[config.mk]
export PLATFORM = sky130hd
export DESIGN_NAME = bus_decode
export DESIGN_NICKNAME = d
export VERILOG_FILES = /design/src/logic/sys_map_pkg.sv /design/src/logic/bus_decode.sv
export SDC_FILE = /design/constraint.sdc
export NUM_CORES = 1
export LEC_CHECK = 0
export BUFFER_PORTS_ARGS = -buffer_cell sky130_fd_sc_hd__clkbuf_2
export CAP_MARGIN = 25
export CORE_MARGIN = 3
export CORE_UTILIZATION = 40
export DETAILED_ROUTE_END_ITERATION = 10
export PLACE_DENSITY = 0.82
export SYNTH_ARGS = -nofsm -noshare
export SYNTH_HDL_FRONTEND = slang
export SYNTH_SLANG_ARGS = --single-unit
[constraint.sdc]
create_clock -name clk -period 1.8 [get_ports clk]
set_input_delay 0 -clock clk [delete_from_list [all_inputs] [get_ports clk]]
set_output_delay 0 -clock clk [all_outputs]
set_load 0.01 [all_outputs]
[src/logic/sys_map_pkg.sv]
package sys_map_pkg;

  localparam int addr_w   = 32;  // master address bus
  localparam int data_w   = 32;  // master data bus
  localparam int be_w     = 4;   // one enable per byte lane

  // address splits into region, word index and byte offset
  localparam int region_w = 16;  // top half selects the peripheral
  localparam int index_w  = 14;  // word index inside a region

  localparam logic [region_w-1:0] region_sram  = 16'h0200;  // main on-chip sram
  localparam logic [region_w-1:0] region_cache = 16'h0201;  // cache flush control
  localparam logic [region_w-1:0] region_irq   = 16'h0202;  // interrupt pending
  localparam logic [region_w-1:0] region_vga   = 16'h0206;  // vga control
  localparam logic [region_w-1:0] region_hid   = 16'h0207;  // serial hid receiver

  localparam int sram_words = 512;  // 2 KB
  localparam int sram_aw    = 9;    // log2 of sram_words

endpackage

[src/logic/bus_decode.sv]
`timescale 1ns/1ns

module bus_decode
  import sys_map_pkg::*;
(
  input  logic               clk,
  input  logic               reset_n,
  input  logic [addr_w-1:0]  address,
  input  logic               read,
  input  logic               write,
  input  logic [data_w-1:0]  sram_readdata,
  input  logic               sram_waitrequest,
  input  logic [data_w-1:0]  irq_readdata,
  input  logic [data_w-1:0]  hid_readdata,
  output logic [index_w-1:0] word_index,
  output logic               sram_read,
  output logic               sram_write,
  output logic               irq_write,
  output logic               cache_write,
  output logic               vga_write,
  output logic               hid_read,
  output logic [data_w-1:0]  readdata,
  output logic               waitrequest
);

  logic [region_w-1:0] region;      // region field of the live address
  logic [region_w-1:0] region_q;    // region seen while the sram stalls
  logic                stall_q;     // previous cycle was a wait state
  logic [region_w-1:0] region_sel;  // region that steers strobes and mux

  assign region     = address[addr_w-1 -: region_w];  // bits 31:16
  assign word_index = address[index_w+1:2];           // drop byte offset

  // keep the selection fixed across the sram wait state
  always_ff @(posedge clk or negedge reset_n) begin
    if (!reset_n) begin
      stall_q  <= 1'b0;
      region_q <= '0;
    end else begin
      stall_q <= sram_waitrequest;
      if (sram_waitrequest) begin
        region_q <= region;  // capture on the stalled cycle
      end
    end
  end

  assign region_sel = stall_q ? region_q : region;

  // per-slave strobes decoded only here from the region
  assign sram_read   = read  && (region_sel == region_sram);
  assign sram_write  = write && (region_sel == region_sram);
  assign irq_write   = write && (region_sel == region_irq);
  assign cache_write = write && (region_sel == region_cache);
  assign vga_write   = write && (region_sel == region_vga);
  assign hid_read    = read  && (region_sel == region_hid);

  // return path
  always_comb begin
    readdata    = '0;  // unmapped and write-only read as zero
    waitrequest = 1'b0;  // nobody but the sram stalls
    case (region_sel)
      region_sram: begin
        readdata    = sram_readdata;
        waitrequest = sram_waitrequest;
      end
      region_irq: readdata = irq_readdata;  // pending word
      region_hid: readdata = hid_readdata;  // zero unless arrived
      default: ;
    endcase
  end

endmodule

==> impl_metrics.py <==
metrics = {
    "sta": {
        "slew_viol_final": 0,
        "hold_viol_final": 1,
        "setup_violations": 39,
        "max_freq_mhz": 509,
        "fin_skew_ps": 0,
        "fin_crit_sh": 1.09,
        "finalSetupTns_ps": -3610,
        "relSlewSlack": 0.663,
        "fin_hold_ws_ps": -5.72,
        "layout_setup_ws_ps": -164,
        "period_minus_slack_ps": 1960,
        "grt_setup_unrepaired": "yes",
        "tightestPinTransition_ps": 498,
    },
    "synth": {
        "synth-async-reset-ratio": 1.00,
        "yosysWarnings": 0,
        "synth.net_count": 390,
        "synth_flop_cell": "dfrtp_1",
        "yosysUniqueCellTypes": 31,
        "synth_edf_count": 0,
        "ys_seq_area_frac": 0.183,
        "syn_area_um2": 2330,
        "netlist_instances": 257,
        "synth_seq_cells": 17,
        "syn_avg_cell_area_um2": 9.06,
    },
    "final_layout": {
        "stdcell_area_um2": 3850,
        "syn_to_final_growth_pct": 65.3,
        "final_cell_mix": "clkbuf_2, o211ai_1, buf_2, o221ai_1, a32oi_1",
        "final_common_cell": "clkbuf_2",
        "finish.utilization": 0.690,
        "nets": 542,
        "drive_above_1_share": 0.630,
        "antennaDiodeCount": 0,
        "stdcell_count": 480,
        "final.fill_count": 431,
    },
    "power": {
        "leakage_uw": 0.00149,
        "power.density_nw_per_um2": 345,
        "max-vdd-ir-drop_mv": 0.399,
    },
    "run_status": {
        "violations": "hold timing, setup timing",
        "outcome": "finished, violations left",
    },
    "worst_setup_path": {
        "cp_slowest_stage_delay_ps": 460,
        "cp_data_arrival_time_ps": 1960,
        "cp-start-kind": "flop",
        "path_max_fanout": 8,
        "endpoint_kind": "primary output",
        "crit_required_ps": 1800,
        "cpMostUsedCell": "buf_8",
        "worst-r2r-cell-count": 2,
        "path_cells": "buf_8, nor4b_4, buf_6, buf_8, o211ai_1, a32oi_2, buf_2",
        "cp_slowest_cell": "dfrtp_2",
        "path_class": "reg -> out",
    },
    "clock_network": {
        "cts_root_buf": "clkbuf_8",
        "numCtsBuffers": 3,
        "cts_tree": "done",
        "insertion_delay_ps": 260,
        "clk_pin_slew_ps": 70,
        "clkSinkCount": 17,
        "htree_levels": 1,
        "cts_buffer_depth": 2,
    },
    "drt": {
        "routed_wl_um": 10100,
        "vias_per_cell": 6.77,
        "drc": 0,
        "drt_iter0_markers": 193,
        "vias": 3251,
        "wl_per_cell_um": 21.0,
        "final_antenna_net_count": 0,
        "dr.pass1.iters": 6,
    },
    "floorplan": {
        "core-area_um2": 5570,
        "dieArea_um2": 6770,
        "start_util": 0.418,
        "ioPinCount": 186,
        "die_h_um": 82.3,
        "die_w_um": 82.3,
        "row_count": 27,
    },
    "placement": {
        "postPlaceCellArea_um2": 3150,
        "io_buffer_count": 155,
        "hpwl_um": 6500,
        "dp.cells": 450,
        "gp_congestion": 0.788,
    },
    "grt": {
        "grt_pass1_wl_um": 13600,
        "antenna_found_initial": 0,
        "overflow": 0,
        "grt_pass1_vias": 2832,
        "grt_max_degree": 35,
        "track_usage": 0.254,
    },
    "min_path": {
        "hp-class": "in -> reg",
        "hold_depth": 2,
    },
    "flow_run": {
        "max_cap_viol_count": 0,
    },
}
metal layers:
layer,part of all wire,track usage,up-vias
li1,-,-,1418
met1,0.37,0.291,1531
met2,0.51,0.478,266
met3,0.098,0.0358,36
met4,0.026,0.0764,0
met5,0,0,-
repair_timing:
item                       in CTS  in global routing
buffers inserted               11                  4
setup endpoints to repair      39                 39
cloned                          2                  4
hold buffers                    6                  0
resized for setup              37                 63
pin swaps                      23                 22
hold endpoints to repair       22                  0
synth_stat cells, types with 2 or more instances:
master	count	share of area
mux2_2	17	0.082
clkbuf_1	18	0.029
nor4_4	2	0.018
inv_1	4	0.0064
buf_6	6	0.029
nor3b_2	2	0.011
nor4b_2	2	0.013
a2111oi_2	2	0.013
o211ai_1	65	0.21
nor4b_1	2	0.0075
buf_4	16	0.052
a32oi_1	32	0.12
a211oi_1	3	0.0097
dfrtp_1	17	0.18
buf_2	17	0.037
nor2_1	5	0.0081
o221ai_1	32	0.12
nor3_1	2	0.0043
worst paths after layout:
kind                              start           end  slack (ps)
max                             stall_q   readdata[7]        -160
min                         address[28]  region_q[12]          -6
max reg2reg                region_q[15]  region_q[15]         880
min reg2reg                 region_q[8]   region_q[8]         510
max in group asynchronous       reset_n       stall_q        1260
min in group asynchronous       reset_n  region_q[13]         210
kinds of logic (layout without fill, tap and decap cells):
family,Yosys count,in the layout,share of synthesized area
AO/OA/AOI/OAI,138,138,0.485
buffers and inverters,62,213,0.154
flip-flops,17,17,0.183
multiplexers,18,18,0.0882
AND/OR/NAND/NOR,22,22,0.0892
state kept, by name, indices dropped and copies added (netlist names):
name / cells
stall_q: 1
region_q: 16
worst max-delay path, delay by kind of cell (launching register included):
family	cells	cell delay [ps]
simple gates	1	250
compound gates	2	340
flops	1	460
buf+inv	4	650
metrics by stage:
stage | power (µW) | setup slack, ps | hold WS (ps)
6_report | 1330 | -164 | -5.72
5_1_grt | 1380 | -231 | 0.0152
3_3_place_gp | 919 | 39.7 | -59.5
3_5_place_dp | 928 | -21.2 | -44.5
4_1_cts | 1270 | -136 | 0.0686
2_1_floorplan | 709 | 107 | -296
power breakdown:
| part | internal, µW | switching, µW |
|---|---|---|
| logic | 285 | 288 |
| registers | 420 | 42.3 |
| clock network | 157 | 133 |
| total | 862 | 463 |
layout make-up:
type | instances | area (µm²) | share of cell area
clock buffers | 4 | 45.0 | 0.0117
inverters | 4 | 15.0 | 0.00390
multi-input cells | 178 | 1800 | 0.468
flip-flops and latches | 17 | 427 | 0.111
well taps | 72 | 90.1 | 0.0234
repair buffers | 205 | 1470 | 0.382
No activity file was read; power rests on OpenSTA's default activity.
