==> src/logic/sys_map_pkg.sv <==
package sys_map_pkg;

  localparam int addr_w   = 32;  // master address bus
  localparam int data_w   = 32;  // master data bus
  localparam int be_w     = 4;   // one enable per byte lane

  // address splits into region, word index and byte offset
  localparam int region_w = 16;  // top half selects the peripheral
  localparam int index_w  = 14;  // word index inside a region

  localparam logic [region_w-1:0] region_sram  = 16'h0200;  // main on-chip sram
  localparam logic [region_w-1:0] region_cache = 16'h0201;  // cache flush control
  localparam logic [region_w-1:0] region_irq   = 16'h0202;  // interrupt pending
  localparam logic [region_w-1:0] region_vga   = 16'h0206;  // vga control
  localparam logic [region_w-1:0] region_hid   = 16'h0207;  // serial hid receiver

  localparam int sram_words = 512;  // 2 KB
  localparam int sram_aw    = 9;    // log2 of sram_words

endpackage

==> src/logic/sys_regs_pkg.sv <==
package sys_regs_pkg;

  // cache control region
  localparam int reg_cache_ctrl = 0;   // flush request and page
  localparam int flush_bit      = 31;  // flush enable
  localparam int page_w         = 15;  // page number in the low bits of the word

  // vga control region
  localparam int reg_vga_mode  = 0;  // display mode
  localparam int reg_vga_base  = 1;  // line base of the frame
  localparam int reg_vga_block = 2;  // blank the output
  localparam int vga_mode_w    = 2;
  localparam int line_base_w   = 16;

  localparam logic [vga_mode_w-1:0] vga_mode_reset = 2'd3;  // mode out of reset

  // interrupt controller
  localparam int reg_irq_pending = 0;   // read pending and write one to clear
  localparam int irq_timer_bit   = 0;
  localparam int irq_uart_bit    = 1;
  localparam int irq_hid_bit     = 2;
  localparam int irq_w           = 32;  // full pending word

endpackage

==> src/logic/irq_ctrl.sv <==
`timescale 1ns/1ns

module irq_ctrl
  import sys_map_pkg::*;
  import sys_regs_pkg::*;
(
  input  logic               clk,
  input  logic               reset_n,
  input  logic               write,
  input  logic [index_w-1:0] word_index,
  input  logic [data_w-1:0]  writedata,
  input  logic               timer_irq,
  input  logic               uart_irq,
  input  logic               hid_arrived,
  output logic [irq_w-1:0]   pending,
  output logic               irq_req,
  output logic               timer_ack,
  output logic               uart_ack
);

  logic [1:0]       timer_sync;  // 2-flop sync of timer_irq
  logic [1:0]       uart_sync;   // 2-flop sync of uart_irq
  logic             timer_req;
  logic             uart_req;
  logic [irq_w-1:0] set_mask;    // bits captured this cycle
  logic [irq_w-1:0] clr_mask;    // bits written as one

  assign timer_req = timer_sync[1];
  assign uart_req  = uart_sync[1];

  // a request is new while its ack is still low
  always_comb begin
    set_mask                = '0;
    set_mask[irq_timer_bit] = timer_req && !timer_ack;
    set_mask[irq_uart_bit]  = uart_req && !uart_ack;
    set_mask[irq_hid_bit]   = hid_arrived;  // already a clean pulse
  end

  assign clr_mask = (write && word_index == index_w'(reg_irq_pending)) ? writedata : '0;

  always_ff @(posedge clk or negedge reset_n) begin
    if (!reset_n) begin
      timer_sync <= '0;
      uart_sync  <= '0;
      timer_ack  <= 1'b0;
      uart_ack   <= 1'b0;
      pending    <= '0;
    end else begin
      timer_sync <= {timer_sync[0], timer_irq};
      uart_sync  <= {uart_sync[0], uart_irq};
      timer_ack  <= timer_req;  // rises with capture, drops after req
      uart_ack   <= uart_req;
      pending    <= (pending & ~clr_mask) | set_mask;  // set wins over clear
    end
  end

  assign irq_req = |pending;  // any source waiting

endmodule

==> config.mk <==
export PLATFORM = sky130hd
export DESIGN_NAME = irq_ctrl
export DESIGN_NICKNAME = d
export VERILOG_FILES = /design/src/logic/sys_map_pkg.sv /design/src/logic/sys_regs_pkg.sv /design/src/logic/irq_ctrl.sv
export SDC_FILE = /design/constraint.sdc
export NUM_CORES = 1
export LEC_CHECK = 0
export BUFFER_PORTS_ARGS = -buffer_cell sky130_fd_sc_hd__buf_2
export CORE_MARGIN = 2
export CORE_UTILIZATION = 42
export CTS_CLUSTER_DIAMETER = 150
export DETAILED_ROUTE_END_ITERATION = 16
export GPL_TIMING_DRIVEN = 0
export PLACE_DENSITY = 0.79
export REMOVE_ABC_BUFFERS = 1
export SYNTH_ARGS = -nofsm -noshare
export SYNTH_HDL_FRONTEND = slang
export SYNTH_SLANG_ARGS = --single-unit
==> constraint.sdc <==
create_clock -name clk -period 1.8 [get_ports clk]
set_clock_uncertainty 0.15 [all_clocks]
set_input_delay 0.36 -clock clk [delete_from_list [all_inputs] [get_ports clk]]
set_output_delay 0.36 -clock clk [all_outputs]
set_load 0.01 [all_outputs]
==> impl_metrics.json <==
{
  "synth_flop_cell": "dfrtp_1",
  "synth_top_cells_by_count": "38 x dfrtp_1, 19 x a21boi_0, 10 x a21boi_2, 10 x nor4_1, 5 x inv_1",
  "reg2reg_from": "pending[2]$_DFF_PN0_",
  "dieArea_um2": 3827,
  "io_buffers": 86,
  "setup_slack_ns": -0.2959,
  "slew_violations": 0,
  "clock-sinks": 38,
  "htreeDepth": 2,
  "fp.dieH_um": 61.87,
  "synth_top_area_frac": 0.6762,
  "rsz0062_at_grt": "true",
  "ys_seq_area_frac": 0.6762,
  "cp.arrival_ns": 1.59,
  "startpoint": "pending[13]$_DFF_PN0_",
  "nets": 243,
  "place_area_um2": 1857,
  "yosys-top-cells-area": "dfrtp_1 68%, a21boi_0 10%, a21boi_2 8.0%, nor4_1 4.4%, buf_6 1.6%",
  "peakVddDrop_mv": 0.4071,
  "hp-class": "in -> reg",
  "wl_per_cell_um": 13.81,
  "yosys_warnings": 0,
  "start_kind": "flop",
  "clockBufferDepth": 2,
  "p_leak_nw": 1.107,
  "core_area_um2": 3284,
  "num_rows": 21,
  "synth_cell_types": 16,
  "criticalPathCategory": "reg -> out",
  "cts_tree": "done",
  "avgSynthCellArea_um2": 14.50,
  "syn2layout_area_growth_pct": 44.40,
  "p_per_area_nw_per_um2": 733.1,
  "grt_usage": 0.1690,
  "drc": 0,
  "wirelength_um": 3286,
  "diodes": 0,
  "start_util": 0.4282,
  "clk_latency_ns": 0.32,
  "synth_cells": 97,
  "synth-edff-count": 0,
  "worstPathMaxFanout": 3,
  "clkTransAtPathRegs_ns": 0.10,
  "min_period_over_period": 1.164,
  "vias": 1166,
  "synth-seq-cells": 38,
  "dr.pass1.iters": 4,
  "violations": "negative setup slack",
  "synth.most_common_cell": "dfrtp_1",
  "stdcell_area_um2": 2031,
  "antenna_found_initial": 0,
  "dieWidth_um": 61.87,
  "finalSetupViolations": 1,
  "clock.fmax_mhz": 477.1,
  "min_from": "writedata[8]",
  "drt-vias-per-instance": 4.899,
  "fin_util": 0.6183,
  "first_global_vias": 1075,
  "ys_async_sr_fraction": 1.000,
  "clockRootBuffer": "clkbuf_4",
  "cp_data_required_time_ns": 1.29,
  "grt_max_degree": 39,
  "ant_nets": 0,
  "endpoint_kind": "primary output",
  "dpl.hpwl_um": 2359,
  "overflow": 0,
  "place_congestion": 0.6493,
  "cts_buffers": 5,
  "top_level_ports": 87,
  "outcome": "finished, violations left",
  "grt_pass1_wl_um": 4547,
  "cap_violations": 0,
  "period_minus_slack_ns": 2.096,
  "drive_above_1_share": 0.5833,
  "finalHoldViolations": 0,
  "tightest_slew_ns": 0.8034,
  "drtIter0Drc": 47,
  "yosys.area.top_type": "dfrtp_1",
  "max-slew-margin-rel": 0.4644,
  "synth_area_um2": 1406
}
[metrics by stage]
| step | setup TNS (ns) | hold slack (ns) | setup slack (ns) | total power, mW | instances |
|---|---|---|---|---|---|
| floorplan | 0 | -0.08559 | 0.1984 | 0.8864 | 94 |
| global placement | -0.06511 | 0.1829 | -0.06511 | 0.9565 | 226 |
| detailed placement | -0.2539 | 0.1856 | -0.09234 | 0.9611 | 226 |
| CTS | -0.3280 | 0.01327 | -0.3280 | 1.520 | 238 |
| global route | -0.4131 | 0.0007815 | -0.4131 | 1.558 | 238 |
| finish | -0.2959 | 0.03444 | -0.2959 | 1.489 | 238 |
[sequential cells by signal, indices dropped and copies added (netlist names)]
register	flops
uart_ack	1
pending	32
timer_sync	2
uart_sync	2
timer_ack	1
[metal layers]
metal,part of all wire,global-route usage
met3,0.070,0.06004
met1,0.39,0.1802
met5,0,0
met2,0.52,0.3053
met4,0.014,0.06383
[cell usage in the layout (no fill, tap or decap), drive strengths merged]
cell type and count:
a21boi 29, a31oi 1, and4 1, buf 87, bufinv 1, clkbuf 7, dfrtp 38, dlygate4sd3 3
inv 5, nand4 2, nor2 1, nor3 1, nor4 10, nor4b 1, o21bai 2, o22ai 2
or2 1
[path summary, 6_finish.rpt]
check	depth (start not counted)	slack (ns)	endpoint
worst max-delay path	4	-0.30	irq_req
worst min-delay path	2	0.03	pending[8]$_DFF_PN0_
worst max register to register	3	0.75	pending[2]$_DFF_PN0_
worst min register to register	0	0.21	timer_sync[1]$_DFF_PN0_
max in group asynchronous	2	0.48	pending[2]$_DFF_PN0_
min in group asynchronous	2	0.52	pending[7]$_DFF_PN0_
[critical path: stages (launching register included)]
cell and delay (ns):
dfrtp_1 0.42, nor4_2 0.30, nand4_1 0.15, or2_4 0.27, buf_6 0.12
[repair_timing]
item | 4_1_cts | 5_1_grt
hold endpoints to repair | 40 | 0
pin swaps | 3 | 5
resized for setup | 5 | 5
buffers inserted | 1 | 0
hold buffers | 3 | 0
setup endpoints to repair | 1 | 1
[report_power, final]
part / switching (mW) / internal [mW]
registers: 0.00294 / 0.860
clock network: 0.246 / 0.295
logic: 0.0373 / 0.0482
total: 0.286 / 1.20
[cell families (layout without fill, tap and decap cells)]
logic type	after synthesis	in the layout	synth area share
compound gates	34	34	0.2055
buf+inv	8	103	0.04003
flops	38	38	0.6762
simple gates	17	17	0.07829
[cell type report]
type / count / area [um^2]
Clock buffer: 7 / 45.04
Clock inverter: 1 / 30.03
Fill cell: 264 / 1254
Inverter: 5 / 18.77
Multi-Input combinational cell: 51 / 454.2
Sequential cell: 38 / 950.9
Tap cell: 46 / 57.56
Timing Repair Buffer: 90 / 474.2
(Power assumes the default switching activity.)
