$ cat config.mk
export PLATFORM = sky130hd
export DESIGN_NAME = hid_rx
export DESIGN_NICKNAME = d
export VERILOG_FILES = /design/src/logic/sys_map_pkg.sv /design/src/logic/hid_rx.sv
export SDC_FILE = /design/constraint.sdc
export NUM_CORES = 1
export LEC_CHECK = 0
export BUFFER_PORTS_ARGS = -buffer_cell sky130_fd_sc_hd__buf_2
export CORE_AREA = 3 3 75 49
export CTS_BUF_LIST = sky130_fd_sc_hd__clkbuf_4
export CTS_CLUSTER_DIAMETER = 200
export CTS_CLUSTER_SIZE = 30
export DETAILED_ROUTE_END_ITERATION = 8
export DIE_AREA = 0 0 78 52
export HOLD_SLACK_MARGIN = 0.15
export PLACE_DENSITY = 0.86
export SYNTH_ARGS = -nofsm -noshare
export SYNTH_HDL_FRONTEND = slang
export SYNTH_SLANG_ARGS = --single-unit
$ cat constraint.sdc
create_clock -name clk -period 2.4 [get_ports clk]
set_input_delay 0.12 -clock clk [delete_from_list [all_inputs] [get_ports clk]]
set_output_delay 0.12 -clock clk [all_outputs]
set_load 0.01 [all_outputs]
$ cat src/logic/sys_map_pkg.sv
package sys_map_pkg;

  localparam int addr_w   = 32;  // master address bus
  localparam int data_w   = 32;  // master data bus
  localparam int be_w     = 4;   // one enable per byte lane

  // address splits into region, word index and byte offset
  localparam int region_w = 16;  // top half selects the peripheral
  localparam int index_w  = 14;  // word index inside a region

  localparam logic [region_w-1:0] region_sram  = 16'h0200;  // main on-chip sram
  localparam logic [region_w-1:0] region_cache = 16'h0201;  // cache flush control
  localparam logic [region_w-1:0] region_irq   = 16'h0202;  // interrupt pending
  localparam logic [region_w-1:0] region_vga   = 16'h0206;  // vga control
  localparam logic [region_w-1:0] region_hid   = 16'h0207;  // serial hid receiver

  localparam int sram_words = 512;  // 2 KB
  localparam int sram_aw    = 9;    // log2 of sram_words

endpackage

$ cat src/logic/hid_rx.sv
`timescale 1ns/1ns

module hid_rx
  import sys_map_pkg::*;
(
  input  logic              clk,
  input  logic              reset_n,
  input  logic              hid_dat,
  input  logic              hid_clk,
  input  logic              hid_str,
  input  logic              read,
  output logic [data_w-1:0] readdata,
  output logic              hid_arrived
);

  logic [2:0]        clk_sync;  // sync pair plus edge stage
  logic [2:0]        str_sync;  // same for the strobe
  logic [1:0]        dat_sync;  // data in step with clk_sync[1]
  logic [data_w-1:0] shift_q;   // received word
  logic              arrived;   // word waiting for the cpu
  logic              clk_rise;
  logic              str_rise;

  assign clk_rise = clk_sync[1] && !clk_sync[2];
  assign str_rise = str_sync[1] && !str_sync[2];

  always_ff @(posedge clk or negedge reset_n) begin
    if (!reset_n) begin
      clk_sync    <= '0;
      str_sync    <= '0;
      arrived     <= 1'b0;
      hid_arrived <= 1'b0;
    end else begin
      clk_sync    <= {clk_sync[1:0], hid_clk};
      str_sync    <= {str_sync[1:0], hid_str};
      hid_arrived <= str_rise;  // one-cycle pulse to irq_ctrl
      if (read) begin
        arrived <= 1'b0;  // cpu took the word
      end
      if (str_rise) begin
        arrived <= 1'b1;  // new strobe beats a read
      end
    end
  end

  // newest bit enters at the top, word moves down
  always_ff @(posedge clk) begin
    dat_sync <= {dat_sync[0], hid_dat};
    if (clk_rise) begin
      shift_q <= {dat_sync[1], shift_q[data_w-1:1]};
    end
  end

  assign readdata = arrived ? shift_q : '0;

endmodule

==> results of run 1 <==
-- through the flow --
stage	hold WS (ns)	power, mW	setup slack (ns)	std cells
after floorplan	-0.1756	0.8979	0.1828	81
after global placement	-0.03682	0.9422	1.169	163
after detailed placement	-0.02610	0.9474	1.108	163
after CTS	0.3503	1.286	0.7090	177
after global routing	0.3547	1.332	0.5815	177
final	0.3456	1.264	0.7761	177
-- layout make-up --
class                   instances  area [µm²]  share of cell area
repair buffers                 46       265.3              0.1471
flip-flops and latches         42        1201              0.6662
inverters                       1       3.754            0.002082
multi-input cells              35       222.7              0.1235
clock inverters                 2       8.758            0.004858
well taps                      45       56.30             0.03123
clock buffers                   6       45.04             0.02498
-- worst max-delay path by stage --
stage / cells after the start / startpoint / endpoint
floorplan: 1 / clk_sync[2]$_DFF_PN0_ / shift_q[0]$_DFFE_PP_
global placement: 2 / arrived$_DFFE_PN0P_ / readdata[29]
detailed placement: 2 / arrived$_DFFE_PN0P_ / readdata[29]
CTS: 2 / arrived$_DFFE_PN0P_ / readdata[12]
global route: 2 / arrived$_DFFE_PN0P_ / readdata[30]
finish: 2 / arrived$_DFFE_PN0P_ / readdata[12]
-- worst max-delay path: stages (launching register included) --
cell and delay (ns):
dfrtp_1 0.80, and2_1 0.23, buf_2 0.13
-- logic make-up after synthesis --
logic type / synth area share
flip-flops: 0.8341
AND/OR/NAND/NOR: 0.1477
AO/OA/AOI/OAI: 0.005215
buffers and inverters: 0.01303
-- state kept, by name (all words and copies together) (netlist names) --
signal	cells
dat_sync	2
arrived	1
hid_arrived	1
str_sync	3
shift_q	32
clk_sync	3
-- metal layers --
layer	track usage	vias up	share of wire
met4	0.06977	0	0.020
met1	0.1636	375	0.48
met3	0.06055	7	0.087
li1	-	375	-
met2	0.1761	31	0.41
met5	0	-	0
-- power groups by stage --
stage	clock network [mW]	registers, mW	logic, mW
after floorplan	0	0.839	0.0585
after global placement	0	0.849	0.0932
after detailed placement	0	0.852	0.0952
after CTS	0.347	0.836	0.103
after global routing	0.380	0.841	0.111
final	0.329	0.835	0.101
-- cell usage in the layout (no fill, tap or decap), drive strengths merged --
master	instances
a21o	1
and2	32
buf	40
clkbuf	6
clkinv	2
dfrtp	8
dfxtp	2
dlygate4sd3	6
edfxtp	32
inv	1
nor2b	2
==> key figures, run 1 <==
Placement
  • I/O Buffers: 38
  • GP Congestion: 0.6509
  • Placed inst area: ~0.0017 mm²
  • Hpwl dp: roughly 1.5 mm

Pwr
  • P_int: roughly 1 mW
  • Worst VDD drop: roughly 0.00034 V
  • Comb power frac: 0.080
  • Lkg Pwr: between 0.7 and 0.8 nW
  • Pwr/cell area: 701.1 mW/mm²
  • Clk pwr share: 0.260
  • Switch Pwr: between 0.2 and 0.3 mW
  • Flop pwr share: 0.661
  • Sw Ratio: 0.2204

STA
  • Slew Limit Fails: 0
  • Minimum clock period: 1.624 ns
  • TNS Setup: 0 ns
  • Final setup fails: 0
  • Hold Vio Cnt, Final: 0
  • Slew @ Worst Pin: about 0.7 ns
  • Clk_skew: ~0.0075 ns
  • RSZ-0062 raised after global routing: false
  • Fmax: 615.8 MHz
  • Slew HR: 0.5387
  • Fin crit share: 0.6766

Global route
  • Initial antenna violation count: 0
  • Vias in the first global route: 764
  • Total track usage: 0.1268
  • First-pass GRT wire length: between 3 and 4 mm
  • GR Overflow Total: 0
  • Pin count of the biggest net entering global routing: 34

Route
  • DR DRC count: 0
  • Via count: about 790
  • Drt via density: between 4 and 5
  • Routed wire per std cell: roughly 13 µm
  • Remaining antenna violation count: 0
  • DRT Wirelength: 2.289 mm
  • Detailed Routing Iterations Pass 1: 4
  • 1st-iter DRT viols: 48

Min path
  • Hold WC Path Type: reg2reg
  • Hold endpoint: dat_sync[1]$_DFF_P_
  • Hold path cells: 0
  • Worst Min Path Start: dat_sync[0]$_DFF_P_

Job
  • Maxcap violations: 0

Yosys
  • Area share of the largest cell type after synthesis: 0.6672
  • Synth cell count leaders: and2_1, edfxtp_1, dfrtp_1
  • Cell taking the most area after synthesis: edfxtp_1
  • Syn Nets: 87
  • Share of the yosys chip area belonging to registers: 0.8341
  • Synth warn: 0
  • Post-synthesis register bit count: 42
  • Synth area leaders: edfxtp_1, and2_1, dfrtp_1
  • EDFF count, synth: 32
  • Syn Std Cell Area: roughly 0.0014 mm²
  • Async set-reset flop share out of synthesis: 0.1905
  • Top FF cell, synth: edfxtp_1
  • Post-Syn Instances: 81
  • Avg Synthesized Cell Area: 17.78 µm²
  • Post-synth cell types: 9

Clock network
  • H-tree depth: 2
  • CTS Hold Buffers Added: 6
  • Clock latency at the later pin of the worst-skew pair: 0.34 ns
  • Resize count post-CTS: 0
  • Root Buffer: clkbuf_4
  • Cts bufs inserted: 5
  • CTS tree: built
  • Post-CTS setup buffers: 0
  • CTS sink cnt: 42
  • Clock slew at reported path FFs: 0.11 ns
  • Clock Tree Buf Depth: 2

Die
  • Die Y: between 50 and 60 µm
  • Die width: slightly below 80 µm
  • Standard-cell rows: 16
  • Core area: 0.003123 mm²
  • Initial core utilization: 0.4611
  • Die area: around 0.0041 mm²
  • Io pins: 39

Worst setup path
  • CP Capture Type: primary output
  • Critical path peak fanout: 33
  • Worst reg2reg endpoint: shift_q[11]$_DFFE_PP_
  • Kind of critical path: reg2out
  • R2R setup slack: between 1 and 1.5 ns
  • Critical Path Start Type: flip-flop
  • Worst path required time: between 2 and 2.5 ns
  • R2R Path Start: clk_sync[2]$_DFF_PN0_
  • Worst Path Arrival: roughly 1.5 ns
  • Worst r2r path cells: 2

Layout
  • Area Overhead vs Synth: 25.20%
  • Antenna fix cells: 0
  • Fillers: 276
  • Number of nets in the layout: ~140
  • Post-layout instance area: between 0.0015 and 0.002 mm²
  • Layout cell share with drive strength beyond 1: 0.3636
  • Fin util: 0.5773

Status
  • Status: completed
Power figures use the tool's default switching activity.
==> inputs of run 2 (changes only) <==
- CORE_AREA: 3 3 75 49 -> 3 3 72 47
- DIE_AREA: 0 0 78 52 -> 0 0 75 50
- PLACE_DENSITY: 0.86 -> 0.89
- clock period: 2.4 -> 1.55 ns (I/O delays scaled with it)
==> key figures, run 2 (same netlist as run 1, synthesis figures left out) <==
Clock network
  • Root Buffer: clkbuf_4
  • Clock latency at the later pin of the worst-skew pair: 0.35 ns (about the same)
  • CTS tree: built
  • CTS sink cnt: 42 (unchanged)
  • Post-CTS setup buffers: 0 (unchanged)
  • Clock Tree Buf Depth: 2 (unchanged)
  • H-tree depth: 2 (unchanged)
  • Clock slew at reported path FFs: 0.11 ns (about the same)
  • Cts bufs inserted: 5 (unchanged)

Layout
  • Max reg flops: 32 (unchanged)
  • Biggest regs: shift_q (32), clk_sync (3), str_sync (3)
  • Number of nets in the layout: 137 (unchanged)
  • Area Overhead vs Synth: 27.98%
  • Fillers: 207 (-25%)
  • Layout cell share with drive strength beyond 1: 0.3788 (+0.01515)
  • Cell Count, Final, Fillers Out: 166 (-6.2%)
  • Antenna fix cells: 0 (unchanged)
  • Commonest cells after routing, fill and taps aside: buf_2, and2_1, edfxtp_1, dfrtp_1, dlygate4sd3_1
  • Top reg by flops: shift_q
  • Storage cell area: 0.001202 mm² (+0.10%)
  • Multi-input gate area: 227.7 µm² (+2.2%)
  • Most common cell after layout, fill and taps aside: buf_2

Placement
  • I/O Buffers: 38 (unchanged)
  • Placed cells: 152 (-6.7%)
  • Hpwl dp: 1.456 mm (-5.0%)
  • GP Congestion: 0.6652 (+2.2%)

Route
  • Via count: 779 (-1.1%)
  • DR DRC count: 0 (unchanged)
  • Routed wire per std cell: 13.39 µm (+3.6%)
  • Routed length on met3: 160 µm (-20%)
  • Drt via density: 4.693 (+5.4%)
  • Detailed Routing Iterations Pass 1: 3 (-1)
  • Highest Signal Layer: met4
  • Remaining antenna violation count: 0 (unchanged)
  • Routed wl met2: 891 µm (-5.0%)
  • M1 WL: 1.127 mm (+2.1%)
  • 1st-iter DRT viols: 71 (+48%)
  • DRT Wirelength: 2.223 mm (-2.9%)

Global route
  • GR Overflow Total: 0 (unchanged)
  • Pin count of the biggest net entering global routing: 34 (unchanged)
  • Vias in the first global route: 734 (-3.9%)
  • First-pass GRT wire length: 3.436 mm (-6.2%)
  • Initial antenna violation count: 0 (unchanged)
  • Total track usage: 0.1314 (+0.004504)

Worst setup path
  • Worst Path Arrival: 1.30 ns (-0.20 ns)
  • R2R Path Start: clk_sync[2]$_DFF_PN0_
  • Critical Path Start Type: flip-flop
  • Crit path largest cell delay: 0.62 ns (-0.18 ns)
  • Kind of critical path: reg2out
  • Worst reg2reg endpoint: shift_q[12]$_DFFE_PP_
  • R2R setup slack: 0.45 ns (-0.88 ns)
  • Worst path cell trace: and2_1 > buf_2
  • Worst r2r path cells: 2 (unchanged)
  • Delay-heaviest family, CP: flip-flops
  • CP Capture Type: primary output
  • Worst path required time: 1.47 ns (-0.81 ns)
  • Critical path peak fanout: 33 (unchanged)
  • Slowest CP cell: dfrtp_2
  • WP buf/inv: 1 (unchanged)

Status
  • Status: completed

STA
  • Slew @ Worst Pin: 0.3880 ns (-0.3040 ns)
  • Slew Limit Fails: 0 (unchanged)
  • Hold Vio Cnt, Final: 0 (unchanged)
  • Fmax: between 700 and 800 MHz
  • RSZ-0062 raised after global routing: false
  • Final setup fails: 0 (unchanged)
  • Fin crit share: 0.8908
  • Clk_skew: 0.01130 ns (+0.003791 ns)
  • TNS Setup: 0 ns (unchanged)
  • Slew HR: 0.7413 (+0.2026)
  • Minimum clock period: ~1.4 ns

Min path
  • Hold path cells: 0 (unchanged)
  • Hold endpoint: dat_sync[1]$_DFF_P_
  • Worst Min Path Start: dat_sync[0]$_DFF_P_
  • Hold WC Path Type: reg2reg

Pwr
  • Tot Pwr: 2.288 mW (+81%)
  • Lkg Pwr: 0.7942 nW (+3.3%)
  • Worst VDD drop: 0.0008212 V (+140%)
  • Pwr/cell area: 1242 mW/mm² (+77%)

Die
  • Die width: 75 µm (-3.8%)
  • Initial core utilization: 0.5150 (+0.05385)
  • Standard-cell rows: 15 (-1)
  • Core area: 0.002796 mm² (-10%)
  • Die area: 0.003750 mm² (-7.5%)
  • Io pins: 39 (unchanged)
  • Die Y: 50 µm (-3.8%)

Job
  • Maxcap violations: 0 (unchanged)
## run 2: changes by cell type in the layout (fill, tap and decap cells not counted)
cell       before  now
bufinv_16       0    2
clkbuf_4        6    5
clkinv_1        1    0
clkinv_2        1    0
dfrtp_1         8    7
dfrtp_2         0    1
inv_2           0    1
nor2b_2         1    0
nor2b_4         0    1
## run 2: layer usage
metal	track usage	vias up
li1	-	374
met1	0.1870	368
met2	0.1676	31
met3	0.05499	6
met4	0.07101	0
met5	0	-
## run 2: worst max-delay path by stage
stage                          startpoint                   end  slack (ns)  depth (start not counted)
floorplan           clk_sync[2]$_DFF_PN0_  shift_q[0]$_DFFE_PP_        0.26                          1
global placement      arrived$_DFFE_PN0P_          readdata[26]        0.38                          2
detailed placement    arrived$_DFFE_PN0P_          readdata[15]        0.31                          2
CTS                   arrived$_DFFE_PN0P_          readdata[15]        0.13                          2
global route          arrived$_DFFE_PN0P_          readdata[15]        0.05                          2
finish                arrived$_DFFE_PN0P_          readdata[15]        0.17                          2
## run 2: stage by stage
| step | utilization | setup WS (ns) | hold slack (ns) | area, µm² |
|---|---|---|---|---|
| 6_report | 0.6591 | 0.1693 | 0.3457 | 1843 |
| 5_1_grt | 0.6591 | 0.04566 | 0.3494 | 1843 |
| 4_1_cts | 0.6591 | 0.1347 | 0.3338 | 1843 |
| 3_5_place_dp | 0.6009 | 0.3116 | -0.07924 | 1680 |
| 3_3_place_gp | 0.6009 | 0.3786 | -0.08352 | 1680 |
| 2_1_floorplan | - | 0.2618 | -0.2181 | 1448 |
## run 2: report_power, final
group	switching, mW	internal, mW	total (mW)
clock network	0.339	0.498	0.838
logic	0.0783	0.0782	0.156
registers	0.0332	1.26	1.29
total	0.451	1.84	2.29
## run 2: layout make-up
class	instances	area share
sequential	42	0.6524
timing repair buffer	46	0.1439
multi-input combinational	35	0.1236
clock inverter	3	0.03462
tap	34	0.02308
clock buffer	5	0.02037
inverter	1	0.002037
## run 2: what timing repair did
item | CTS | global route
setup endpoints to repair | 32 | 0
endpoints found under the hold margin | 12 | 0
resized for setup | 1 | 0
hold buffers | 6 | 0
