## src/logic/sys_map_pkg.sv

```systemverilog
package sys_map_pkg;

  localparam int addr_w   = 32;  // master address bus
  localparam int data_w   = 32;  // master data bus
  localparam int be_w     = 4;   // one enable per byte lane

  // address splits into region, word index and byte offset
  localparam int region_w = 16;  // top half selects the peripheral
  localparam int index_w  = 14;  // word index inside a region

  localparam logic [region_w-1:0] region_sram  = 16'h0200;  // main on-chip sram
  localparam logic [region_w-1:0] region_cache = 16'h0201;  // cache flush control
  localparam logic [region_w-1:0] region_irq   = 16'h0202;  // interrupt pending
  localparam logic [region_w-1:0] region_vga   = 16'h0206;  // vga control
  localparam logic [region_w-1:0] region_hid   = 16'h0207;  // serial hid receiver

  localparam int sram_words = 512;  // 2 KB
  localparam int sram_aw    = 9;    // log2 of sram_words

endpackage

```

## src/logic/sys_regs_pkg.sv

```systemverilog
package sys_regs_pkg;

  // cache control region
  localparam int reg_cache_ctrl = 0;   // flush request and page
  localparam int flush_bit      = 31;  // flush enable
  localparam int page_w         = 15;  // page number in the low bits of the word

  // vga control region
  localparam int reg_vga_mode  = 0;  // display mode
  localparam int reg_vga_base  = 1;  // line base of the frame
  localparam int reg_vga_block = 2;  // blank the output
  localparam int vga_mode_w    = 2;
  localparam int line_base_w   = 16;

  localparam logic [vga_mode_w-1:0] vga_mode_reset = 2'd3;  // mode out of reset

  // interrupt controller
  localparam int reg_irq_pending = 0;   // read pending and write one to clear
  localparam int irq_timer_bit   = 0;
  localparam int irq_uart_bit    = 1;
  localparam int irq_hid_bit     = 2;
  localparam int irq_w           = 32;  // full pending word

endpackage

```

## src/logic/ctrl_regs.sv

```systemverilog
`timescale 1ns/1ns

module ctrl_regs
  import sys_map_pkg::*;
  import sys_regs_pkg::*;
(
  input  logic                   clk,
  input  logic                   reset_n,
  input  logic                   cache_write,
  input  logic                   vga_write,
  input  logic [index_w-1:0]     word_index,
  input  logic [data_w-1:0]      writedata,
  output logic                   flush_cache,
  output logic [page_w-1:0]      flush_page,
  output logic [vga_mode_w-1:0]  vga_mode,
  output logic [line_base_w-1:0] line_base,
  output logic                   block_vga
);

  always_ff @(posedge clk or negedge reset_n) begin
    if (!reset_n) begin
      flush_cache <= 1'b0;
      flush_page  <= '0;
      vga_mode    <= vga_mode_reset;  // mode 3 out of reset
      line_base   <= '0;
      block_vga   <= 1'b0;
    end else begin
      // cache control with only index 0 live
      if (cache_write && word_index == index_w'(reg_cache_ctrl)) begin
        flush_cache <= writedata[flush_bit];
        flush_page  <= writedata[page_w-1:0];
      end
      // vga control
      if (vga_write) begin
        case (word_index)
          index_w'(reg_vga_mode):  vga_mode  <= writedata[vga_mode_w-1:0];
          index_w'(reg_vga_base):  line_base <= writedata[line_base_w-1:0];
          index_w'(reg_vga_block): block_vga <= writedata[0];
          default: ;  // other indices ignored
        endcase
      end
    end
  end

endmodule

```

## config.mk

```make
export PLATFORM = sky130hd
export DESIGN_NAME = ctrl_regs
export DESIGN_NICKNAME = d
export VERILOG_FILES = /design/src/logic/sys_map_pkg.sv /design/src/logic/sys_regs_pkg.sv /design/src/logic/ctrl_regs.sv
export SDC_FILE = /design/constraint.sdc
export NUM_CORES = 1
export LEC_CHECK = 0
export CAP_MARGIN = 20
export CORE_ASPECT_RATIO = 0.9
export CORE_MARGIN = 2
export CORE_UTILIZATION = 40
export DETAILED_ROUTE_END_ITERATION = 12
export DONT_BUFFER_PORTS = 1
export GPL_TIMING_DRIVEN = 0
export PLACE_DENSITY_LB_ADDON = 0.12
export SLEW_MARGIN = 20
export SYNTH_ARGS = -nofsm -noshare
export SYNTH_HDL_FRONTEND = slang
export SYNTH_SLANG_ARGS = --single-unit
```

## constraint.sdc

```tcl
create_clock -name clk -period 0.8 [get_ports clk]
set_input_delay 0 -clock clk [delete_from_list [all_inputs] [get_ports clk]]
set_output_delay 0 -clock clk [all_outputs]
set_load 0.03 [all_outputs]
```

==> results of run 1 <==
-- worst max-delay path by stage --
stage | start | endpoint | slack (ns)
3_5_place_dp | word_index[13] | line_base[10] | -0.66
3_3_place_gp | word_index[9] | line_base[13] | -0.59
6_report | vga_mode[1] | vga_mode[1] | -0.12
4_1_cts | vga_mode[1] | vga_mode[1] | -0.13
2_1_floorplan | word_index[9] | flush_cache | -0.43
5_1_grt | vga_mode[1] | vga_mode[1] | -0.14
-- area by class of cell --
class | instances | area [um2] | share of cell area, %
flip-flops and latches | 35 | 920 | 45.2
multi-input cells | 46 | 673 | 33.1
repair buffers | 25 | 245 | 12.1
clock buffers | 7 | 96.3 | 4.74
well taps | 46 | 57.6 | 2.83
plain buffers | 2 | 35.0 | 1.72
clock inverters | 1 | 7.51 | 0.369
-- state kept, by name (all words and copies together) (netlist names) --
signal	flops
vga_mode	2
block_vga	1
flush_page	15
line_base	16
flush_cache	1
-- placed cells by master, fill, tap and decap left out --
master	instances
buf_4	4
dlygate4sd3_1	17
nor4_4	3
buf_12	1
mux2_4	34
buf_8	1
mux2_2	1
nand4_4	2
nand4_1	2
dfrtp_2	33
clkbuf_8	7
and3b_1	2
clkinvlp_4	1
nor3b_1	2
dfstp_2	2
buf_6	4
-- what timing repair did --
item | 4_1_cts | 5_1_grt
pin swaps | 5 | 0
gates resized for setup | 51 | 4
setup buffers | 8 | 0
hold endpoints to repair | 70 | 35
setup endpoints to repair | 69 | 37
-- per-stage QoR --
| stage | total power [W] | hold WS, ns |
|---|---|---|
| finish | 0.00331 | -0.598 |
| global route | 0.00345 | -0.617 |
| CTS | 0.00335 | -0.608 |
| detailed placement | 0.00184 | -0.295 |
| global placement | 0.00184 | -0.295 |
| floorplan | 0.00184 | -0.296 |
-- power groups by stage --
stage	registers [W]	logic, W	clock network, W
global route	0.00178	0.000139	0.00153
floorplan	0.00181	0.0000263	0
detailed placement	0.00181	0.0000287	0
CTS	0.00178	0.000125	0.00145
finish	0.00178	0.000129	0.00140
global placement	0.00181	0.0000275	0
-- metal layers --
layer  share of wire, %  global-route usage [%]
met3                8.5                    6.16
met5                  0                       0
met2                 49                    26.2
met1                 39                    16.8
met4                3.3                    9.50
-- kinds of logic (layout without fill, tap and decap cells) --
logic type | after synthesis | count (layout)
buffers and inverters | 2 | 35
multiplexers | 35 | 35
flip-flops | 35 | 35
AND/OR/NAND/NOR | 11 | 11
==> metrics.md, run 1 <==
| Metric | Value |
|---|---|
| Status | `complete, but fails checks` |
| Failing checks | `negative hold slack, negative setup slack` |
| Ys Warns | `0` |
| Syn Area/Cell | `around 18 um2` |
| Pwr/cell area | `roughly 1600 nW/um2` |
| Minimum clock period | `0.917 ns` |
| Root buf cell | `clkbuf_8` |
| Post-Synth XOR/XNOR Area | `0%` |
| Cell variety after synth | `10` |
| Number of global-route vias before repair | `between 900 and 1000` |
| Initial core utilization | `41.2%` |
| Final cell count without fillers | `162` |
| Gpl congestion | `0.707` |
| Comb power frac | `3.9%` |
| Fin crit share | `115%` |
| Post-synth ARST share | `between 90% and 100%` |
| Setup crit end kind | `primary output` |
| Area share of fa/ha/maj cells after synthesis | `0%` |
| F_max | `1090 MHz` |
| DP Worst Slack | `-0.663 ns` |
| Antenna violations before repair | `0` |
| Sinks on Clock Net | `35` |
| Mux contribution to synthesized area | `31.2%` |
| Lkg Pwr | `0.998 nW` |
| Startpoint Class | `flip-flop` |
| Placed instance count | `129` |
| Slew HR | `between 70 and 80%` |
| Max-slew violation count | `0` |
| DR DRC count | `0` |
| Post-synthesis sequential area ratio | `58.4%` |
| Crit path required time | `0.80 ns` |
| P_sw | `about 0.00066 W` |
| Setup TNS | `-2.65 ns` |
| Final WS setup | `-0.117 ns` |
| Hold buffer count at CTS | `17` |
| P&R area growth vs syn | `35.3%` |
| H-tree levels | `2` |
| Chip width | `about 69 um` |
| Cell depth of the worst flop-to-flop path | `1` |
| RSZ-0062 raised after global routing | `true` |
| TritonRoute pass-1 iters | `2` |
| Routed wire length per instance | `19.0 um` |
| Reg-to-Reg Start | `line_base[5]` |
| Core area | `3650 um2` |
| Tot GR Track Use | `16.0%` |
| Largest family of logic cells by synthesized area | `multiplexers` |
| Top-count cell post-synth | `dfrtp_1` |
| Row Count | `21` |
| Largest net degree at the start of global routing | `36` |
| I/O Buffers | `0` |
| Post-synth top area share | `a little over half` |
| Via count | `847` |
| Share of layout cells above drive strength 1 | `~80%` |
| CP Depth | `0` |
| Synth Area in Compound Gates | `0%` |
| Post-Syn Nets | `133` |
| Post-DRT Antenna Nets | `0` |
| Clock-pin slew on the worst setup and hold paths | `0.07 ns` |
| CTS tree | `done` |
| Worst flop-to-flop path endpoint | `line_base[5]` |
| CP arrival | `0.92 ns` |
| Drt first-iter violations | `24` |
| Aggregate routed wire length | `between 3000 and 4000 um` |
| Crit Path Class | `reg -> out` |
| Layout filler cell count | `297` |
| Clk_lat worst skew | `0.28 ns` |
| Total I/O pin count | `between 80 and 90` |
| Ys flop type | `dfrtp_1` |
| Worst hold slack | `-0.598 ns` |
| Flop2flop setup slack | `-0.08 ns` |
| Clock power share | `between 40% and 50%` |
| Setup violations, final | `37` |
| Sequential Power Share | `between 50 and 60%` |
| # diodes | `0` |
| Num CTS Buffers | `5` |
| Grt ovf | `0` |
| Most frequent cells after synthesis | `dfrtp_1 (33), mux2_4 (20), mux2_2 (15)` |
| Internal | `0.00264 W` |
| Max FO, Critical Path | `2` |
| Final net count | `165` |
| Post-Syn Instances | `83` |
| First-pass GRT wire length | `4850 um` |
| Worst min-delay path category | `in -> async` |
| Clock Path Buffers | `2` |
| DP Wirelength | `1940 um` |
| Net Sw Frac | `20.1%` |
| Max Clock Skew | `0 ns` |
| Mapped cell area | `1500 um2` |
| Die H | `between 60 and 70 um` |
| Post-synth EDFFs | `0` |
| Synthesis-stage register bit count | `35` |
| Simple-gate share of the synthesized area | `8.90%` |
| Hold Vio Cnt, Final | `35` |
| Cell Area, Placed | `1560 um2` |
| Post-synth top area cell | `dfrtp_1` |
| Max VDD drop | `approximately 0.00097 V` |
| Max_cap viols | `0` |
| Vias/cell | `between 5 and 6` |
| Slew @ Worst Pin | `0.360 ns` |
| Final instance area | `~2000 um2` |
| Synth area leaders | `dfrtp_1 (55%), mux2_4 (20%), mux2_2 (11%)` |
| Die area | `around 4300 um2` |
| Utilization after layout | `55.7%` |
Note: power is estimated with default switching activity, not from simulation.
==> inputs of run 2 (changes only) <==
--- a/config.mk
+++ b/config.mk
@@ -13,6 +13,7 @@
 export DONT_BUFFER_PORTS = 1
 export GPL_TIMING_DRIVEN = 0
 export PLACE_DENSITY_LB_ADDON = 0.12
+export SKIP_LAST_GASP = 1
 export SLEW_MARGIN = 20
 export SYNTH_ARGS = -nofsm -noshare
 export SYNTH_HDL_FRONTEND = slang
==> constraint.sdc (replaced) <==
create_clock -name clk -period 0.98 [get_ports clk]
set_input_delay 0 -clock clk [delete_from_list [all_inputs] [get_ports clk]]
set_output_delay 0 -clock clk [all_outputs]
set_load 0.03 [all_outputs]
==> run 2 against run 1 <==
Net effect: clock power decreased by 6%; sequential power decreased by 19%; largest power group unchanged; via count decreased by 3.8%; largest cell class unchanged; global-route usage decreased by 1.4 points; first-iteration DRC count increased by 13%; register-to-register slack improved by 0.13 ns; wire length decreased by 7.5%; clock skew unchanged; the flow now finishes without violations; die area unchanged; hold slack improved by 0.67 ns.
==> metrics.md, run 2 (synthesis gave the netlist of run 1 again) <==
| Metric | Value |
|---|---|
| Reg-to-Reg Start | `line_base[0]` |
| Final net count | `166` |
| CP peak stage delay | `0.50 ns` |
| Top reg by flops | `line_base` |
| Layout filler cell count | `318` |
| Grt ovf | `0` |
| Placed instance count | `129` |
| Max-slew violation count | `0` |
| DR DRC count | `0` |
| Root buf cell | `clkbuf_8` |
| Setup TNS | `0 ns` |
| First-pass GRT wire length | `4540 um` |
| Pwr/cell area | `1470 nW/um2` |
| Core area | `3650 um2` |
| Setup violations, final | `0` |
| Number of global-route vias before repair | `922` |
| CP arrival | `1.09 ns` |
| Sinks on Clock Net | `35` |
| Highest-delay cell along the critical path | `dfrtp_1` |
| Num CTS Buffers | `5` |
| Clock-pin slew on the worst setup and hold paths | `around 0.07 ns` |
| Register Area | `slightly below 900 um2` |
| Multi-input gate area | `621 um2` |
| Minimum clock period | `0.927 ns` |
| Largest net degree at the start of global routing | `36` |
| Crit Path Class | `reg -> reg` |
| Chip width | `68.6 um` |
| Hold Vio Cnt, Final | `0` |
| Die area | `4270 um2` |
| I/O Buffers | `0` |
| Slew HR | `76.5%` |
| Initial core utilization | `41.2%` |
| Routed wire length per instance | `about 17 um` |
| Clock Path Buffers | `2` |
| Max Clock Skew | `0 ns` |
| Worst-path cell chain | `mux2_2` |
| F_max | `between 1000 and 1500 MHz` |
| Final cell count without fillers | `roughly 160` |
| CP Depth | `1` |
| Most common cell after layout, fill and taps aside | `dfrtp_1` |
| Share of layout cells above drive strength 1 | `51.3%` |
| Hold depth | `3` |
| Total I/O pin count | `85` |
| Antenna violations before repair | `0` |
| Max_cap viols | `0` |
| Status | `finished, final reports clean` |
| Startpoint Class | `flip-flop` |
| Worst min-delay path category | `in -> reg` |
| Tot GR Track Use | `14.6%` |
| Post-DRT Antenna Nets | `0` |
| Worst setup path start | `line_base[0]` |
| Drt first-iter violations | `27` |
| P&R area growth vs syn | `30.8%` |
| CTS tree | `done` |
| Fin crit share | `94.6%` |
| H-tree levels | `2` |
| Die H | `62.2 um` |
| Slew @ Worst Pin | `0.352 ns` |
| Cell Area, Placed | `1560 um2` |
| TritonRoute pass-1 iters | `4` |
| Max reg flops | `16` |
| Lkg Pwr | `1.02 nW` |
| Gpl congestion | `between 0.7 and 0.8` |
| Final instance area | `1970 um2` |
| Crit path max-delay family | `flip-flops` |
| Aggregate routed wire length | `2850 um` |
| Cell depth of the worst flop-to-flop path | `1` |
| Max VDD drop | `around 0.00090 V` |
| Clk_lat worst skew | `0.27 ns` |
| Setup crit end kind | `flip-flop` |
| Max FO, Critical Path | `2` |
| RSZ-0062 raised after global routing | `false` |
| Commonest non-fill, non-tap cells in the layout | `dfrtp_1 (33), mux2_4 (20), dlygate4sd3_1 (18)` |
| Crit path required time | `between 1 and 1.5 ns` |
| Via count | `815` |
| Biggest regs | `line_base (16), flush_page (15), vga_mode (2)` |
| Buf/Inv on CP | `0` |
| PnR Total Power | `0.00289 W` |
| # diodes | `0` |
| Vias/cell | `5.00` |
| Row Count | `21` |
| Hold_sp | `word_index[1]` |
==> run 2: changes by cell type in the layout (fill, tap and decap cells not counted) <==
cell	change
clkinvlp_4	-1
dfrtp_2	-33
mux2_4	-14
buf_6	-4
bufinv_16	+1
dfrtp_1	+33
clkinv_2	+1
buf_8	-1
clkbuf_8	-1
dlygate4sd3_1	+1
buf_12	+2
mux2_2	+14
buf_4	+3
==> run 2: final timing paths <==
check / to / slack [ns]
hold reg to reg: vga_mode[0] / 0.71
max in group asynchronous: vga_mode[1] / 0.54
setup / recovery: line_base[0] / 0.05
hold / removal: vga_mode[0] / 0.07
min in group asynchronous: flush_page[14] / 0.18
setup reg to reg: line_base[0] / 0.05
==> run 2: layout make-up <==
cell class / instances / area share (%)
sequential: 35 / 44.7
multi-input combinational: 46 / 31.6
timing repair buffer: 26 / 12.8
clock buffer: 6 / 4.20
tap: 46 / 2.93
buffer: 2 / 2.04
clock inverter: 2 / 1.78
==> run 2: stage by stage <==
step           utilization, %  setup WS [ns]  hold WS, ns
2_1_floorplan               -         -0.249       -0.296
3_3_place_gp             42.8         -0.419       -0.295
3_5_place_dp             42.8         -0.459       -0.295
4_1_cts                  52.6        0.00207       0.0581
5_1_grt                  53.9         0.0262       0.0874
6_report                 53.9         0.0525       0.0671
==> run 2: repair_timing <==
action | 4_1_cts | 5_1_grt
setup buffers | 3 | 4
hold buffers | 19 | 0
endpoints found under the hold margin | 70 | 0
endpoints found under the setup margin | 20 | 20
pin swaps | 3 | 2
gates resized for setup | 2 | 4
==> run 2: where the power goes <==
part           switching [W]  internal (W)
clock               0.000485      0.000822
combinational      0.0000584     0.0000763
sequential        0.00000496       0.00145
==> run 2: per-layer routing <==
metal  vias to the layer above  global-route usage (%)  part of all wire, %
li1                        367                       -                    -
met4                         0                    5.75                 0.49
met3                         2                    6.70                  9.2
met2                        38                    23.2                   50
met1                       408                    16.7                   40
met5                         -                       0                    0
==> inputs of run 3 (changes only) <==
--- a/config.mk
+++ b/config.mk
@@ -7,7 +7,6 @@
 export LEC_CHECK = 0
 export CAP_MARGIN = 20
 export CORE_ASPECT_RATIO = 0.9
-export CORE_MARGIN = 2
 export CORE_UTILIZATION = 40
 export DETAILED_ROUTE_END_ITERATION = 12
 export DONT_BUFFER_PORTS = 1
==> run 3 against run 2 <==
Net effect: first-iteration DRC count down 7.4%; combinational power up 3%; non-clock buffer count up 1; flip-flop and latch count unchanged; total power down 9.6%; clock-buffer cell count unchanged; global-route usage up 0.95 points; register-to-register slack about the same; final area down 0.38%; sequential share of layout area up 0.17 points; fmax down 1.4%; largest cell class unchanged.
==> metrics.md, run 3 (synthesis gave the netlist of run 1 again) <==
| Metric | Value |
|---|---|
| Hold depth | `3` |
| Worst-path cell chain | `mux2_2` |
| Net Sw Frac | `20.6%` |
| Comb power frac | `5.3%` |
| Aggregate routed wire length | `around 2900 um` |
| Lkg Pwr | `about 1 nW` |
| Commonest non-fill, non-tap cells in the layout | `dfrtp_1 (33), mux2_4 (20), dlygate4sd3_1 (18)` |
| P_sw | `between 0.0005 and 0.0006 W` |
| CP arrival | `1.10 ns` |
| Buf/Inv on CP | `0` |
| Sequential Power Share | `55.5%` |
| Sinks on Clock Net | `35` |
| Slew @ Worst Pin | `about 0.36 ns` |
| Internal | `~0.0021 W` |
| Hold Vio Cnt, Final | `0` |
| Final net count | `167` |
| Num CTS Buffers | `5` |
| Max VDD drop | `0.000699 V` |
| Total I/O pin count | `85` |
| Max_cap viols | `0` |
| Number of global-route vias before repair | `963` |
| Highest-delay cell along the critical path | `dfrtp_1` |
| Core area | `3480 um2` |
| Largest net degree at the start of global routing | `36` |
| CTS tree | `done` |
| Top reg by flops | `line_base` |
| Crit Path Class | `reg -> reg` |
| Via count | `between 800 and 900` |
| Max Clock Skew | `0 ns` |
| Worst flop-to-flop path endpoint | `line_base[1]` |
| Crit path to | `line_base[1]` |
| Crit path max-delay family | `flip-flops` |
| Routed wire length per instance | `about 18 um` |
| First-pass GRT wire length | `~4400 um` |
| Antenna violations before repair | `0` |
| Final WS setup | `just under 0.04 ns` |
| Cell depth of the worst flop-to-flop path | `1` |
| # diodes | `0` |
| Vias/cell | `5.31` |
| Slew HR | `about three quarters` |
| Fin crit share | `~96%` |
| Max-slew violation count | `0` |
| Share of layout cells above drive strength 1 | `approximately 50%` |
| Layout filler cell count | `308` |
| Tot GR Track Use | `15.6%` |
| Post-DRT Antenna Nets | `0` |
| P&R area growth vs syn | `30.3%` |
| Chip width | `roughly 67 um` |
| Initial core utilization | `43.2%` |
| F_max | `~1100 MHz` |
| I/O Buffers | `0` |
| Clock-pin slew on the worst setup and hold paths | `0.06 ns` |
| Reg-to-Reg Start | `line_base[1]` |
| TritonRoute pass-1 iters | `4` |
| H-tree levels | `2` |
| Die area | `4010 um2` |
| Row Count | `20` |
| DR DRC count | `0` |
| Status | `finished, final reports clean` |
| Worst setup path start | `line_base[1]` |
| Die H | `60.2 um` |
| Setup violations, final | `0` |
| Max FO, Critical Path | `2` |
| Clk_lat worst skew | `0.28 ns` |
| Setup crit end kind | `flip-flop` |
| Clock power share | `between 30% and 40%` |
| Drt first-iter violations | `25` |
| RSZ-0062 raised after global routing | `false` |
| Worst min-delay path category | `in -> reg` |
| PnR Total Power | `0.00262 W` |
| Pwr/cell area | `1340 nW/um2` |
| Flop2flop setup slack | `0.04 ns` |
| Max reg flops | `16` |
| Crit path required time | `between 1 and 1.5 ns` |
| CP peak stage delay | `0.50 ns` |
| Gpl congestion | `0.586` |
| Clock Path Buffers | `2` |
| Root buf cell | `clkbuf_8` |
| Startpoint Class | `flip-flop` |
| Biggest regs | `line_base (16), flush_page (15), vga_mode (2)` |
| DP Wirelength | `1840 um` |
| Minimum clock period | `0.940 ns` |
| Grt ovf | `0` |
| Most common cell after layout, fill and taps aside | `dfrtp_1` |
| CP Depth | `1` |
| DP Worst Slack | `-0.443 ns` |
==> run 3: cell count changes in the layout (fill, tap and decap cells not counted), sizes merged <==
cell / change
clkbuf: +1
bufinv: -1
==> run 3: per-stage QoR <==
step | setup TNS, ns | instance area, um2 | hold WS (ns) | instances | util, %
after floorplan | -5.65 | 1500 | -0.296 | 83 | -
after CTS | 0 | 1900 | 0.0485 | 158 | 54.7
final | 0 | 1960 | 0.0564 | 161 | 56.3
after detailed placement | -11.31 | 1560 | -0.295 | 127 | 44.8
after global placement | -10.75 | 1560 | -0.295 | 127 | 44.8
after global routing | 0 | 1960 | 0.0612 | 161 | 56.3
==> run 3: worst min-delay path by stage <==
stage | slack, ns | startpoint | to
after floorplan | -0.30 | reset_n | block_vga
final | 0.06 | word_index[1] | vga_mode[1]
after global placement | -0.29 | reset_n | block_vga
after global routing | 0.06 | word_index[0] | vga_mode[1]
after detailed placement | -0.30 | reset_n | block_vga
after CTS | 0.05 | word_index[1] | vga_mode[1]
==> run 3: timing repair <==
| action | 4_1_cts | 5_1_grt |
|---|---|---|
| endpoints found under the setup margin | 20 | 20 |
| endpoints found under the hold margin | 70 | 0 |
| pin swaps | 3 | 2 |
| hold buffers | 19 | 0 |
| setup buffers | 5 | 2 |
| gates cloned | 0 | 1 |
| resized for setup | 2 | 4 |
==> run 3: routing by layer <==
metal / global-route usage (%) / part of all wire [%] / up-vias
met4: 9.12 / 1.9 / 0
met1: 17.4 / 42 / 423
li1: - / - / 377
met5: 0 / 0 / -
met2: 25.1 / 48 / 47
met3: 6.11 / 8.3 / 8
==> run 3: power by group through the flow <==
| stage | sequential (W) | combinational, W | clock (W) |
|---|---|---|---|
| 6_report | 0.00145 | 0.000139 | 0.00103 |
| 5_1_grt | 0.00145 | 0.000152 | 0.00113 |
| 4_1_cts | 0.00145 | 0.000141 | 0.00107 |
| 3_5_place_dp | 0.00148 | 0.0000229 | 0 |
| 3_3_place_gp | 0.00148 | 0.0000224 | 0 |
| 2_1_floorplan | 0.00148 | 0.0000215 | 0 |
==> run 3: area by class of cell <==
type,count,area [um2],area share (%)
flip-flops and latches,35,878,44.8
multi-input cells,46,621,31.7
repair buffers,27,278,14.2
clock buffers,6,82.6,4.21
well taps,44,55.1,2.81
plain buffers,2,40.0,2.04
clock inverters,1,5.00,0.255
